===== config.mk =====
export PLATFORM = sky130hd
export DESIGN_NAME = div_sqrt_unit
export DESIGN_NICKNAME = d
export VERILOG_FILES = /design/src/divsqrt_pkg.sv /design/src/int_div.sv /design/src/int_sqrt.sv /design/src/div_sqrt_unit.sv
export SDC_FILE = /design/constraint.sdc
export NUM_CORES = 1
export LEC_CHECK = 0
export ABC_CLOCK_PERIOD_IN_PS = 4900
export BUFFER_PORTS_ARGS = -buffer_cell sky130_fd_sc_hd__buf_2
export CORE_MARGIN = 2
export CORE_UTILIZATION = 60
export CTS_CLUSTER_SIZE = 10
export DETAILED_ROUTE_END_ITERATION = 6
export PLACE_DENSITY_LB_ADDON = 0.12
export SETUP_SLACK_MARGIN = 0.02
export SYNTH_ARGS = -nofsm -noshare
export SYNTH_HDL_FRONTEND = slang
export SYNTH_SLANG_ARGS = --single-unit

===== constraint.sdc =====
create_clock -name clk -period 4.9 [get_ports clk]
set_clock_uncertainty 0.1 [all_clocks]
set_input_delay 0.98 -clock clk [delete_from_list [all_inputs] [get_ports clk]]
set_output_delay 0.98 -clock clk [all_outputs]
set_load 0.005 [all_outputs]

===== src/divsqrt_pkg.sv =====
package divsqrt_pkg;

  // ##########################################################################
  // Widths
  // ##########################################################################

  // Operand and result width
  localparam int DATA_W = 32;

  // Instruction tag
  localparam int ID_W = 3;

  // Root bits produced, one per iteration
  localparam int SQRT_STEPS = DATA_W / 2;

  // ##########################################################################
  // Latencies from the accepting edge to done
  // ##########################################################################

  // Load cycle, one step per quotient bit, result cycle
  localparam int DIV_LATENCY = DATA_W + 2;

  // Load cycle, one step per root bit, result cycle
  localparam int SQRT_LATENCY = SQRT_STEPS + 2;

  // ##########################################################################
  // Operation select
  // ##########################################################################

  // Encoding 2'b11 is unused and goes to the square-root unit
  typedef enum logic [1:0] {
    OP_DIV  = 2'b00,
    OP_REM  = 2'b01,
    OP_SQRT = 2'b10
  } op_t;

endpackage


===== src/int_div.sv =====
`timescale 1ns/100ps

module int_div (
  input  logic                           clk,
  input  logic                           rst_n,
  input  logic                           new_request,
  input  logic [divsqrt_pkg::ID_W-1:0]   id,
  input  divsqrt_pkg::op_t               op,
  input  logic [divsqrt_pkg::DATA_W-1:0] rs1,
  input  logic [divsqrt_pkg::DATA_W-1:0] rs2,
  input  logic                           ack,
  output logic                           ready,
  output logic                           done,
  output logic [divsqrt_pkg::ID_W-1:0]   done_id,
  output logic [divsqrt_pkg::DATA_W-1:0] result,
  output logic                           dz
);

  typedef enum logic [2:0] {
    S_IDLE,
    S_LOAD,
    S_STEP,
    S_RESULT,
    S_DONE
  } state_t;

  state_t state;
  logic [$clog2(divsqrt_pkg::DATA_W)-1:0] step;

  logic [divsqrt_pkg::DATA_W-1:0] dividend;
  logic [divsqrt_pkg::DATA_W-1:0] divisor;
  logic [divsqrt_pkg::DATA_W-1:0] quo;
  logic [divsqrt_pkg::DATA_W-1:0] rem;
  logic                           rem_sel;

  logic [divsqrt_pkg::DATA_W:0]   shifted;
  logic [divsqrt_pkg::DATA_W+1:0] diff;
  logic                           diff_neg;

  // ##########################################################################
  // Control FSM
  // ##########################################################################

  always_ff @(posedge clk) begin
    if (!rst_n) begin
      state <= S_IDLE;
      step  <= '0;
    end else begin
      case (state)
        S_IDLE: if (new_request) state <= S_LOAD;
        S_LOAD: begin
          state <= S_STEP;
          step  <= '0;
        end
        S_STEP: begin
          step <= step + 1'b1;
          if (step == divsqrt_pkg::DATA_W - 1)
            state <= S_RESULT;
        end
        S_RESULT: state <= S_DONE;
        S_DONE: if (ack) state <= S_IDLE;
        default: state <= S_IDLE;
      endcase
    end
  end

  assign ready = (state == S_IDLE);
  assign done  = (state == S_DONE);

  // ##########################################################################
  // Restoring shift-subtract datapath
  // ##########################################################################

  // Next dividend bit shifts from the quotient register into the remainder
  assign shifted  = {rem, quo[divsqrt_pkg::DATA_W-1]};
  assign diff     = {1'b0, shifted} - {2'b00, divisor};
  assign diff_neg = diff[divsqrt_pkg::DATA_W+1];

  always_ff @(posedge clk) begin
    case (state)
      S_IDLE: begin
        if (new_request) begin
          dividend <= rs1;
          divisor  <= rs2;
          done_id  <= id;
          rem_sel  <= (op == divsqrt_pkg::OP_REM);
        end
      end
      S_LOAD: begin
        quo <= dividend;
        rem <= '0;
        // Zero divisor never restores: quotient all ones, remainder the dividend
        dz  <= (divisor == '0);
      end
      S_STEP: begin
        quo <= {quo[divsqrt_pkg::DATA_W-2:0], ~diff_neg};
        if (diff_neg)
          rem <= shifted[divsqrt_pkg::DATA_W-1:0];
        else
          rem <= diff[divsqrt_pkg::DATA_W-1:0];
      end
      S_RESULT: result <= rem_sel ? rem : quo;
      default: ;
    endcase
  end

endmodule


===== src/int_sqrt.sv =====
`timescale 1ns/100ps

module int_sqrt (
  input  logic                           clk,
  input  logic                           rst_n,
  input  logic                           new_request,
  input  logic [divsqrt_pkg::ID_W-1:0]   id,
  input  logic [divsqrt_pkg::DATA_W-1:0] rs1,
  input  logic                           ack,
  output logic                           ready,
  output logic                           done,
  output logic [divsqrt_pkg::ID_W-1:0]   done_id,
  output logic [divsqrt_pkg::DATA_W-1:0] result
);

  typedef enum logic [2:0] {
    S_IDLE,
    S_LOAD,
    S_STEP,
    S_RESULT,
    S_DONE
  } state_t;

  state_t state;
  logic [$clog2(divsqrt_pkg::SQRT_STEPS)-1:0] step;

  logic [divsqrt_pkg::DATA_W-1:0]     rad;
  logic [divsqrt_pkg::SQRT_STEPS-1:0] root;

  // Signed partial remainder, sign in the top bit
  logic [divsqrt_pkg::SQRT_STEPS+2:0] prem;
  logic [divsqrt_pkg::SQRT_STEPS+2:0] prem_shift;
  logic [divsqrt_pkg::SQRT_STEPS+2:0] prem_next;

  // ##########################################################################
  // Control FSM
  // ##########################################################################

  always_ff @(posedge clk) begin
    if (!rst_n) begin
      state <= S_IDLE;
      step  <= '0;
    end else begin
      case (state)
        S_IDLE: if (new_request) state <= S_LOAD;
        S_LOAD: begin
          state <= S_STEP;
          step  <= '0;
        end
        S_STEP: begin
          step <= step + 1'b1;
          if (step == divsqrt_pkg::SQRT_STEPS - 1)
            state <= S_RESULT;
        end
        S_RESULT: state <= S_DONE;
        S_DONE: if (ack) state <= S_IDLE;
        default: state <= S_IDLE;
      endcase
    end
  end

  assign ready = (state == S_IDLE);
  assign done  = (state == S_DONE);

  // ##########################################################################
  // Non-restoring digit recurrence
  // ##########################################################################

  // Bring down the next two radicand bits
  assign prem_shift = {prem[divsqrt_pkg::SQRT_STEPS:0], rad[divsqrt_pkg::DATA_W-1 -: 2]};

  always_comb begin
    if (prem[divsqrt_pkg::SQRT_STEPS+2])
      prem_next = prem_shift + {1'b0, root, 2'b11};
    else
      prem_next = prem_shift - {1'b0, root, 2'b01};
  end

  always_ff @(posedge clk) begin
    case (state)
      S_IDLE: begin
        if (new_request) begin
          rad     <= rs1;
          done_id <= id;
        end
      end
      S_LOAD: begin
        prem <= '0;
        root <= '0;
      end
      S_STEP: begin
        prem <= prem_next;
        rad  <= {rad[divsqrt_pkg::DATA_W-3:0], 2'b00};
        // Root bit set when the new remainder stays non-negative
        root <= {root[divsqrt_pkg::SQRT_STEPS-2:0], ~prem_next[divsqrt_pkg::SQRT_STEPS+2]};
      end
      S_RESULT: result <= {{(divsqrt_pkg::DATA_W-divsqrt_pkg::SQRT_STEPS){1'b0}}, root};
      default: ;
    endcase
  end

endmodule


===== src/div_sqrt_unit.sv =====
`timescale 1ns/100ps

module div_sqrt_unit (
  input  logic                           clk,
  input  logic                           rst_n,
  input  logic                           new_request,
  input  logic [divsqrt_pkg::ID_W-1:0]   id,
  input  divsqrt_pkg::op_t               op,
  input  logic [divsqrt_pkg::DATA_W-1:0] rs1,
  input  logic [divsqrt_pkg::DATA_W-1:0] rs2,
  input  logic                           wb_ack,
  output logic                           ready,
  output logic                           wb_done,
  output logic [divsqrt_pkg::ID_W-1:0]   wb_id,
  output logic [divsqrt_pkg::DATA_W-1:0] wb_rd,
  output logic                           wb_dz
);

  logic                           is_div;

  logic                           div_request;
  logic                           div_ready;
  logic                           div_done;
  logic                           div_ack;
  logic [divsqrt_pkg::ID_W-1:0]   div_id;
  logic [divsqrt_pkg::DATA_W-1:0] div_rd;
  logic                           div_dz;

  logic                           sqrt_request;
  logic                           sqrt_ready;
  logic                           sqrt_done;
  logic                           sqrt_ack;
  logic [divsqrt_pkg::ID_W-1:0]   sqrt_id;
  logic [divsqrt_pkg::DATA_W-1:0] sqrt_rd;

  // ##########################################################################
  // Issue steering
  // ##########################################################################

  assign is_div = (op == divsqrt_pkg::OP_DIV) || (op == divsqrt_pkg::OP_REM);

  // Requests pass only while both units are idle
  assign div_request  = new_request & ready & is_div;
  assign sqrt_request = new_request & ready & ~is_div;

  // One operation in flight across both units
  assign ready = div_ready & sqrt_ready;

  int_div div (
    .clk         (clk),
    .rst_n       (rst_n),
    .new_request (div_request),
    .id          (id),
    .op          (op),
    .rs1         (rs1),
    .rs2         (rs2),
    .ack         (div_ack),
    .ready       (div_ready),
    .done        (div_done),
    .done_id     (div_id),
    .result      (div_rd),
    .dz          (div_dz)
  );

  int_sqrt sqrt (
    .clk         (clk),
    .rst_n       (rst_n),
    .new_request (sqrt_request),
    .id          (id),
    .rs1         (rs1),
    .ack         (sqrt_ack),
    .ready       (sqrt_ready),
    .done        (sqrt_done),
    .done_id     (sqrt_id),
    .result      (sqrt_rd)
  );

  // ##########################################################################
  // Write-back merge with divider priority
  // ##########################################################################

  always_comb begin
    div_ack  = wb_ack & div_done;
    sqrt_ack = wb_ack & sqrt_done;
    if (div_done) begin
      wb_done = div_done;
      wb_id   = div_id;
      wb_rd   = div_rd;
      wb_dz   = div_dz;
    end else begin
      wb_done = sqrt_done;
      wb_id   = sqrt_id;
      wb_rd   = sqrt_rd;
      wb_dz   = 1'b0;
    end
  end

endmodule


==> results of run 1 <==
[critical path, delay by kind of cell (launching register included)]
kind	cells	cell delay [ns]
AND/OR/NAND/NOR	2	1.18
adder cells (fa/ha/maj)	1	0.38
AO/OA/AOI/OAI	7	1.42
flip-flops	1	0.41
[worst min-delay path by stage]
stage,endpoint,slack (ns)
global route,div.step[3],0.36
detailed placement,div.step[3],0.33
CTS,div.step[3],0.34
finish,div.step[3],0.34
global placement,div.step[3],0.33
floorplan,div.step[3],0.31
[power by group through the flow]
stage                     Sequential [W]  Combinational [W]  Clock (W)
final                            0.00286            0.00123    0.00201
after detailed placement         0.00290            0.00122          0
after global routing             0.00288            0.00139    0.00212
after global placement           0.00290            0.00120          0
after CTS                        0.00286            0.00123    0.00203
after floorplan                  0.00285           0.000951          0
[state kept, by name, summed over array words and instances (netlist names)]
signal        flops
sqrt.step         4
div.rem_sel       1
sqrt.done_id      3
div.done_id       3
div.step          5
div.dz            1
sqrt.rad         32
div.rem          32
div.dividend     32
sqrt.prem        18
sqrt.result      16
div.quo          32
sqrt.root        16
div.result       32
sqrt.state        3
div.divisor      32
div.state         3
[area by class of cell]
class / instances / area [um^2] / area share
Multi-Input combinational cell: 789 / 5004 / 0.3367
Inverter: 47 / 176.4 / 0.01187
Clock inverter: 4 / 25.02 / 0.001684
Tap cell: 280 / 350.3 / 0.02357
Sequential cell: 265 / 7807 / 0.5254
Timing Repair Buffer: 125 / 663.1 / 0.04462
Clock buffer: 44 / 834.6 / 0.05616
[metal layers]
layer,vias to the layer above,wire (um),share of wire
met1,4414,13160,0.44
met2,318,13970,0.47
met4,0,786,0.026
li1,4387,-,-
met3,51,1796,0.060
met5,-,0,0
[cells in the mapped netlist (14+ instances only)]
library cell,number
and3_1,29
nand4_1,27
xnor2_1,40
o31ai_1,22
nor2_1,51
edfxtp_1,250
and2_1,29
ha_1,52
nand2_1,227
dfxtp_1,15
o21ai_0,34
nor4_1,14
a21oi_1,65
inv_1,46
clkbuf_1,44
mux2_2,50
xor2_1,15
[per-stage QoR]
step	setup WS, ns	area, um^2
2_1_floorplan	0.4023	13180
3_3_place_gp	1.339	14000
3_5_place_dp	1.240	14000
4_1_cts	1.222	14860
5_1_grt	0.7687	14860
6_report	1.116	14860
[logic make-up after synthesis]
kind of cell             count (synthesis)
AND/OR/NAND/NOR                        444
flip-flops                             265
AO/OA/AOI/OAI                          186
buffers and inverters                   97
XOR/XNOR                                55
adder cells (fa/ha/maj)                 53
multiplexers                            51
==> flow_summary.json, run 1 <==
{
  "rsz0062_at_grt": "no",
  "yosysWarnings": 0,
  "ctsHoldBuffers": 0,
  "grt_usage": 0.2566,
  "routed_via_density": 5.901,
  "r2r_start": "div.rem[2]",
  "ff2ff_path_depth": 10,
  "post_drt_wl_per_cell_um": 19.12,
  "htree_levels": 1,
  "drc": 0,
  "drive_above_1_share": 0.1805,
  "grt_pass1_vias": 8968,
  "sequentialPowerShare": 0.468,
  "r2r-end": "div.rem[18]",
  "cpMostUsedCell": "o211ai_1",
  "slowest_delay_ns": 0.63,
  "drt-total-wl_um": 29720,
  "final_nets": 1385,
  "drtAntennaViolNets": 0,
  "hpwl_um": 20290,
  "synth.avg_cell_area_um2": 11.45,
  "yosys.area_share.simple": 0.1569,
  "intPower_w": 0.004395,
  "num_vias": 9170,
  "nFillCells": 1641,
  "finalMaxSlewViolations": 0,
  "p_leak_nw": 5.942,
  "slowest_stage": "nand3_1",
  "pin_count": 111,
  "slew_headroom": 0.2352,
  "worstHoldStart": "div.step[3]",
  "drv_cap": 0,
  "r2r_slack_ns": 1.12,
  "gp_congestion": 0.8513,
  "synth_edf_count": 250,
  "crit_fanout": 28,
  "synthAdderAreaFrac": 0.05087,
  "worstPathArrival_ns": 3.95,
  "max_freq_ghz": 0.2643,
  "status": "completed",
  "synth_top_family_by_area": "simple AND/OR/NAND/NOR gates",
  "drt-initial-drc-count": 777,
  "cp_cell_sequence": "ha_1, o211ai_1, a21oi_1, o211ai_1, a21boi_2, a31oi_4, o21ai_2, nand3_2, nand3_1, a211oi_1",
  "worstHoldPathType": "register to register",
  "die_h_um": 152.2,
  "p_clk_frac": 0.330,
  "grt_overflow_total": 0,
  "use_met2": 0.4138,
  "finalCriticalPeriod_ns": 3.784,
  "cts_setup_buffers": 0,
  "die_area_mm2": 0.02317,
  "port_buffers": 110,
  "syn_area_mm2": 0.01318,
  "synth_fp_nets": 1277,
  "synth_top_area_cell": "edfxtp_1",
  "powerDensity_mw_per_mm2": 410.9,
  "synthCells": 1151,
  "worst_hold_slack_ns": 0.3391,
  "timing.setup.tns_ns": 0,
  "clk_path_buf_depth": 3,
  "worstMarginPinSlew_ns": 1.143,
  "synthMuxAreaShare": 0.04347,
  "yosysSeqAreaShare": 0.5923,
  "fp.coreArea_mm2": 0.02169,
  "synth-main-ff-cell": "edfxtp_1",
  "clk_latency_ns": 0.55,
  "ir_worst_vdd_uv": 285.9,
  "grt_pass1_wl_um": 47440,
  "path_class": "register to register",
  "finalPower_w": 0.006106,
  "sw_frac_of_total": 0.2803,
  "dieWidth_um": 152.2,
  "drtPass1Iterations": 6,
  "layout_common_cells": "edfxtp_1, nand2_1, buf_2",
  "syn_to_final_growth_pct": 12.73,
  "clock-sinks": 265,
  "finalCritPeriodShare": 0.7723,
  "synth_top_area_frac": 0.5695,
  "post_cts_resized": 0,
  "start_util": 0.6078,
  "synth_compound_area_frac": 0.09064,
  "hold_viol_final": 0,
  "clock-root-buffer": "clkbuf_16",
  "crit_end": "div.rem[18]",
  "grt-busiest-layer": "met2",
  "critPathCaptureType": "register",
  "cp_data_required_time_ns": 5.07,
  "cts_tree": "done",
  "use_met1": 0.3663,
  "fin_cells": 1554,
  "pwr-share-comb": 0.202,
  "min_path_cells": 1,
  "final_core_util": 0.6852,
  "cts_inserted_buffers": 31,
  "antennaDiodeCount": 0,
  "grt_max_degree": 65,
  "rows": 54,
  "antenna_found_initial": 0,
  "dp.cells": 1506,
  "setup_viol": 0,
  "ys_top_cells_by_area": "edfxtp_1, nand2_1, ha_1",
  "switching_power_w": 0.001711,
  "ys_ff_latch": 265,
  "async_flop_share": 0,
  "cp-startpoint": "div.rem[2]",
  "final_common_cell": "edfxtp_1",
  "clkSlewWorstSetupHoldPaths_ns": 0.06,
  "ys_types": 59,
  "yosys.area_share.xor_xnor": 0.03654,
  "start_kind": "register",
  "use_met3": 0.03726
}
Power figures use the tool's default switching activity.
==> run 2, diff against run 1 <==
--- a/config.mk
+++ b/config.mk
@@ -5,10 +5,10 @@
 export SDC_FILE = /design/constraint.sdc
 export NUM_CORES = 1
 export LEC_CHECK = 0
-export ABC_CLOCK_PERIOD_IN_PS = 4900
+export ABC_CLOCK_PERIOD_IN_PS = 3300
 export BUFFER_PORTS_ARGS = -buffer_cell sky130_fd_sc_hd__buf_2
 export CORE_MARGIN = 2
-export CORE_UTILIZATION = 60
+export CORE_UTILIZATION = 54
 export CTS_CLUSTER_SIZE = 10
 export DETAILED_ROUTE_END_ITERATION = 6
 export PLACE_DENSITY_LB_ADDON = 0.12
==> constraint.sdc (replaced) <==
create_clock -name clk -period 3.3 [get_ports clk]
set_clock_uncertainty 0.1 [all_clocks]
set_input_delay 0.66 -clock clk [delete_from_list [all_inputs] [get_ports clk]]
set_output_delay 0.66 -clock clk [all_outputs]
set_load 0.005 [all_outputs]
==> flow_summary.json, run 2 (synthesis gave the netlist of run 1 again) <==
{
  "max_freq_ghz": 0.3160,
  "regArea_mm2": 0.007807,
  "worstMarginPinSlew_ns": 0.8445,
  "rsz0062_at_grt": "yes",
  "drt-total-wl_um": 30520,
  "finalCriticalPeriod_ns": 3.165,
  "cts_tree": "done",
  "p_leak_nw": 6.067,
  "htree_levels": 1,
  "cp_data_required_time_ns": 3.51,
  "die_h_um": 160.2,
  "antenna_found_initial": 2,
  "grt_pass1_vias": 8974,
  "grt_pass1_wl_um": 48620,
  "post_drt_wl_per_cell_um": 18.80,
  "ir_worst_vdd_uv": 427.1,
  "multi_input_area_mm2": 0.005030,
  "drt-initial-drc-count": 756,
  "grt_overflow_total": 0,
  "rows": 57,
  "status": "completed",
  "layout_common_cells": "edfxtp_1, nand2_1, buf_2",
  "clkSlewWorstSetupHoldPaths_ns": 0.06,
  "drtPass1Iterations": 5,
  "grt_usage": 0.2387,
  "num_vias": 9202,
  "path_class": "register to register",
  "path_buf_inv": 2,
  "pre_cts_slack_ns": 0.1102,
  "cts_inserted_buffers": 31,
  "finalMaxSlewViolations": 0,
  "clk_latency_ns": 0.55,
  "hpwl_um": 21460,
  "start_util": 0.5453,
  "cp_cell_sequence": "buf_4, xnor2_1, ha_1, o21ai_0, a21o_1, a21oi_1, a211oi_1, o31ai_1, o41ai_2, xnor2_1, buf_4, and2_1",
  "hold_viol_final": 0,
  "grt_max_degree": 70,
  "path_delay_family": "compound AO/OA/AOI/OAI gates",
  "slowest_delay_ns": 0.44,
  "drc": 0,
  "fp.coreArea_mm2": 0.02418,
  "powerDensity_mw_per_mm2": 605.9,
  "final_common_cell": "edfxtp_1",
  "syn_to_final_growth_pct": 15.01,
  "critPathCaptureType": "register",
  "crit_fanout": 16,
  "worstPathArrival_ns": 3.37,
  "fin_ws_ns": 0.1354,
  "port_buffers": 110,
  "clk_path_buf_depth": 3,
  "start_kind": "register",
  "dieWidth_um": 160.2,
  "fin_cells": 1623,
  "gp_congestion": 0.8914,
  "clock-sinks": 265,
  "ctsHoldBuffers": 0,
  "final_core_util": 0.6271,
  "finalCritPeriodShare": 0.9590,
  "drtAntennaViolNets": 0,
  "drv_cap": 0,
  "routed_via_density": 5.670,
  "drive_above_1_share": 0.1989,
  "slew_headroom": 0.4350,
  "pin_count": 111,
  "dp.cells": 1570,
  "worstHoldPathType": "input pin to register",
  "clock-root-buffer": "clkbuf_16",
  "final_nets": 1407,
  "setup_viol": 0,
  "slowest_stage": "o31ai_1",
  "die_area_mm2": 0.02568,
  "nFillCells": 1955
}
## run 2: final timing paths
kind / start / end / slack (ns) / cells past startpoint
min reg2reg: div.step[3] / div.step[3] / 0.36 / 1
max: sqrt.prem[18] / sqrt.prem[18] / 0.14 / 12
max reg2reg: sqrt.prem[18] / sqrt.prem[18] / 0.14 / 12
min: rs2[9] / div.divisor[9] / 0.18 / 1
## run 2: through the flow
step	setup TNS (ns)	power, W	hold slack [ns]	area, um^2
finish	0	0.009186	0.1796	15160
detailed placement	0	0.006204	0.3488	14230
CTS	0	0.009242	0.1509	15110
floorplan	0	0.005643	0.3141	13190
global route	-0.009266	0.009651	0.1552	15160
global placement	0	0.006178	0.3328	14230
## run 2: timing repair
item	CTS	global route
setup endpoints to repair	0	19
buffers inserted	0	2
gates resized for setup	0	8
endpoints found under the hold margin	0	0
## run 2: cell type report
| type | instances | area share |
|---|---|---|
| Antenna cell | 2 | 0.0003301 |
| Clock buffer | 46 | 0.05694 |
| Clock inverter | 3 | 0.001073 |
| Inverter | 47 | 0.01164 |
| Multi-Input combinational cell | 789 | 0.3318 |
| Sequential cell | 265 | 0.5150 |
| Tap cell | 324 | 0.02674 |
| Timing Repair Buffer | 147 | 0.05653 |
## run 2: power by group
part           leakage, nW  switching [W]  internal [W]
Sequential            2.45       0.000162       0.00407
Clock                0.425        0.00124       0.00177
Combinational         3.20        0.00115      0.000795
## run 2: layer usage
layer,wire length (um),share of wire,global-route usage
met2,13980,0.46,0.3772
met3,1965,0.064,0.03766
met1,13800,0.45,0.3451
met5,0,0,0
met4,782,0.026,0.06798
## run 2: worst reg2reg max path, stage by stage, from the launching register on
cell	delay, ns
edfxtp_1	0.40
buf_4	0.24
xnor2_1	0.16
ha_1	0.35
o21ai_0	0.10
a21o_1	0.18
a21oi_1	0.23
a211oi_1	0.13
o31ai_1	0.44
o41ai_2	0.13
xnor2_1	0.16
buf_4	0.16
and2_1	0.15
==> run 3, diff against run 2 <==
--- a/config.mk
+++ b/config.mk
@@ -5,14 +5,16 @@
 export SDC_FILE = /design/constraint.sdc
 export NUM_CORES = 1
 export LEC_CHECK = 0
+export ABC_AREA = 1
 export ABC_CLOCK_PERIOD_IN_PS = 3300
 export BUFFER_PORTS_ARGS = -buffer_cell sky130_fd_sc_hd__buf_2
 export CORE_MARGIN = 2
-export CORE_UTILIZATION = 54
+export CORE_UTILIZATION = 40
 export CTS_CLUSTER_SIZE = 10
 export DETAILED_ROUTE_END_ITERATION = 6
 export PLACE_DENSITY_LB_ADDON = 0.12
 export SETUP_SLACK_MARGIN = 0.02
+export SKIP_CTS_REPAIR_TIMING = 1
 export SYNTH_ARGS = -nofsm -noshare
 export SYNTH_HDL_FRONTEND = slang
 export SYNTH_SLANG_ARGS = --single-unit
==> flow_summary.json, run 3 <==
{
  "critPathCaptureType": "output pin",
  "drt-initial-drc-count": 880,
  "clock-sinks": 265,
  "async_flop_share": 0,
  "routed_via_density": 4.812,
  "slew_headroom": 0.3639,
  "clock-root-buffer": "clkbuf_16",
  "grt_usage": 0.2049,
  "grt_overflow_total": 0,
  "die_h_um": 192.0,
  "final_area_mm2": 0.01637,
  "post_drt_wl_per_cell_um": 16.62,
  "synth.avg_cell_area_um2": 8.709,
  "nFillCells": 3406,
  "use_met1": 0.2978,
  "use_met2": 0.3212,
  "max_freq_ghz": 0.3542,
  "grt-busiest-layer": "met2",
  "timing.setup.tns_ns": 0,
  "pin_count": 111,
  "ys_types": 39,
  "final_common_cell": "nand2_1",
  "multi_input_area_mm2": 0.005230,
  "synth_edf_count": 250,
  "yosysWarnings": 0,
  "start_kind": "register",
  "worstHoldPathType": "input pin to register",
  "final_nets": 1874,
  "antenna_found_initial": 2,
  "rsz0062_at_grt": "no",
  "dieWidth_um": 192.0,
  "grt_pass1_vias": 10326,
  "port_buffers": 110,
  "num_vias": 10696,
  "worstPathArrival_ns": 2.06,
  "fp.coreArea_mm2": 0.03471,
  "p_clk_frac": 0.214,
  "grt_max_degree": 65,
  "powerDensity_mw_per_mm2": 995.1,
  "path_class": "register to output pin",
  "drc": 0,
  "switching_power_w": 0.006784,
  "use_met3": 0.02832,
  "ys_ff_latch": 265,
  "ir_worst_vdd_uv": 531.5,
  "cp_data_required_time_ns": 2.54,
  "drive_above_1_share": 0.1161,
  "synth-main-ff-cell": "edfxtp_1",
  "drv_cap": 0,
  "status": "completed",
  "worstMarginPinSlew_ns": 0.9510,
  "drtPass1Iterations": 5,
  "finalMaxSlewViolations": 0,
  "drt-total-wl_um": 36950,
  "intPower_w": 0.009501,
  "synth_top_area_frac": 0.5311,
  "clk_path_buf_depth": 3,
  "finalCritPeriodShare": 0.8556,
  "synth_top_area_cell": "edfxtp_1",
  "ys_top_cells_by_area": "edfxtp_1, nand2_1, inv_1",
  "finalPower_w": 0.01629,
  "syn_area_mm2": 0.01413,
  "layout_common_cells": "nand2_1, inv_1, edfxtp_1",
  "gp_congestion": 0.9069,
  "yosys-top-cells-count": "nand2_1, inv_1, edfxtp_1",
  "clkSlewWorstSetupHoldPaths_ns": 0.06,
  "synthMostInstantiatedCell": "nand2_1",
  "syn_to_final_growth_pct": 15.78,
  "cts_inserted_buffers": 34,
  "yosysSeqAreaShare": 0.5524,
  "placedInstanceArea_mm2": 0.01533,
  "setup_viol": 0,
  "pwr-share-comb": 0.431,
  "p_leak_nw": 7.582,
  "r2r_slack_ns": 0.58,
  "grt_pass1_wl_um": 57570,
  "clk_latency_ns": 0.52,
  "sw_frac_of_total": 0.4166,
  "drtAntennaViolNets": 0,
  "start_util": 0.4072,
  "crit_fanout": 37,
  "htree_levels": 2,
  "die_area_mm2": 0.03686,
  "cts_tree": "done",
  "synthCells": 1623,
  "synth_fp_nets": 1749,
  "hpwl_um": 27690,
  "rows": 68,
  "hold_viol_final": 0,
  "sequentialPowerShare": 0.354,
  "regArea_mm2": 0.007807,
  "finalCriticalPeriod_ns": 2.823
}
[run 3: cell count changes after synthesis, moves of 47 or more]
cell	before	now
inv_1	46	254
mux2_2	50	0
nand2_1	227	583
nand3_1	13	60
nor2_1	51	103
o21ai_0	34	87
[run 3: worst max-delay path, cell delays in order (launching register included)]
cell,delay [ns]
dfxtp_1,0.38
inv_1,0.09
nor3_2,0.16
inv_2,0.34
nor2_1,0.38
buf_2,0.18
[run 3: through the flow]
stage / utilization / instances / hold slack [ns] / setup WS (ns)
after floorplan: - / 1623 / 0.3453 / 0.05404
after global placement: 0.4417 / 2167 / 0.3550 / 0.5756
after detailed placement: 0.4417 / 2167 / 0.3624 / 0.5557
after CTS: 0.4713 / 2221 / 0.1916 / 0.4548
after global routing: 0.4715 / 2223 / 0.1989 / 0.3240
final: 0.4715 / 2223 / 0.2116 / 0.4766
[run 3: layout make-up]
class	instances	area share
antenna	2	0.0003058
clock buffer	45	0.05451
clock inverter	9	0.008333
inverter	257	0.05894
multi-input combinational	1062	0.3196
sequential	265	0.4771
tap	455	0.03479
timing repair buffer	128	0.04648
[run 3: logic make-up after synthesis]
logic type,count (synthesis),share of synthesized area
and+or+nand+nor,813,0.2378
xor gates and xnor gates,32,0.01983
AOI/OAI and AO/OA,164,0.06161
adders and majority gates,53,0.04745
buffers and inverters,296,0.08099
DFF,265,0.5524
[run 3: worst paths after layout]
| kind | depth (start not counted) | end | startpoint |
|---|---|---|---|
| worst min register to register | 2 | div.step[4] | div.step[4] |
| worst max register to register | 14 | div.quo[0] | div.rem[7] |
| worst max-delay path | 5 | wb_rd[16] | div.state[2] |
| worst min-delay path | 1 | div.divisor[0] | rs2[0] |
[run 3: power groups by stage]
stage | logic, W | clock network (W) | registers [W]
after global placement | 0.00695 | 0 | 0.00583
after CTS | 0.00704 | 0.00358 | 0.00579
after floorplan | 0.00508 | 0 | 0.00565
after global routing | 0.00801 | 0.00370 | 0.00588
final | 0.00702 | 0.00349 | 0.00577
after detailed placement | 0.00700 | 0 | 0.00585
[run 3: layer usage]
layer	part of all wire	wire [um]
met5	0	0
met4	0.023	835
met3	0.050	1842
met2	0.44	16300
met1	0.49	17970
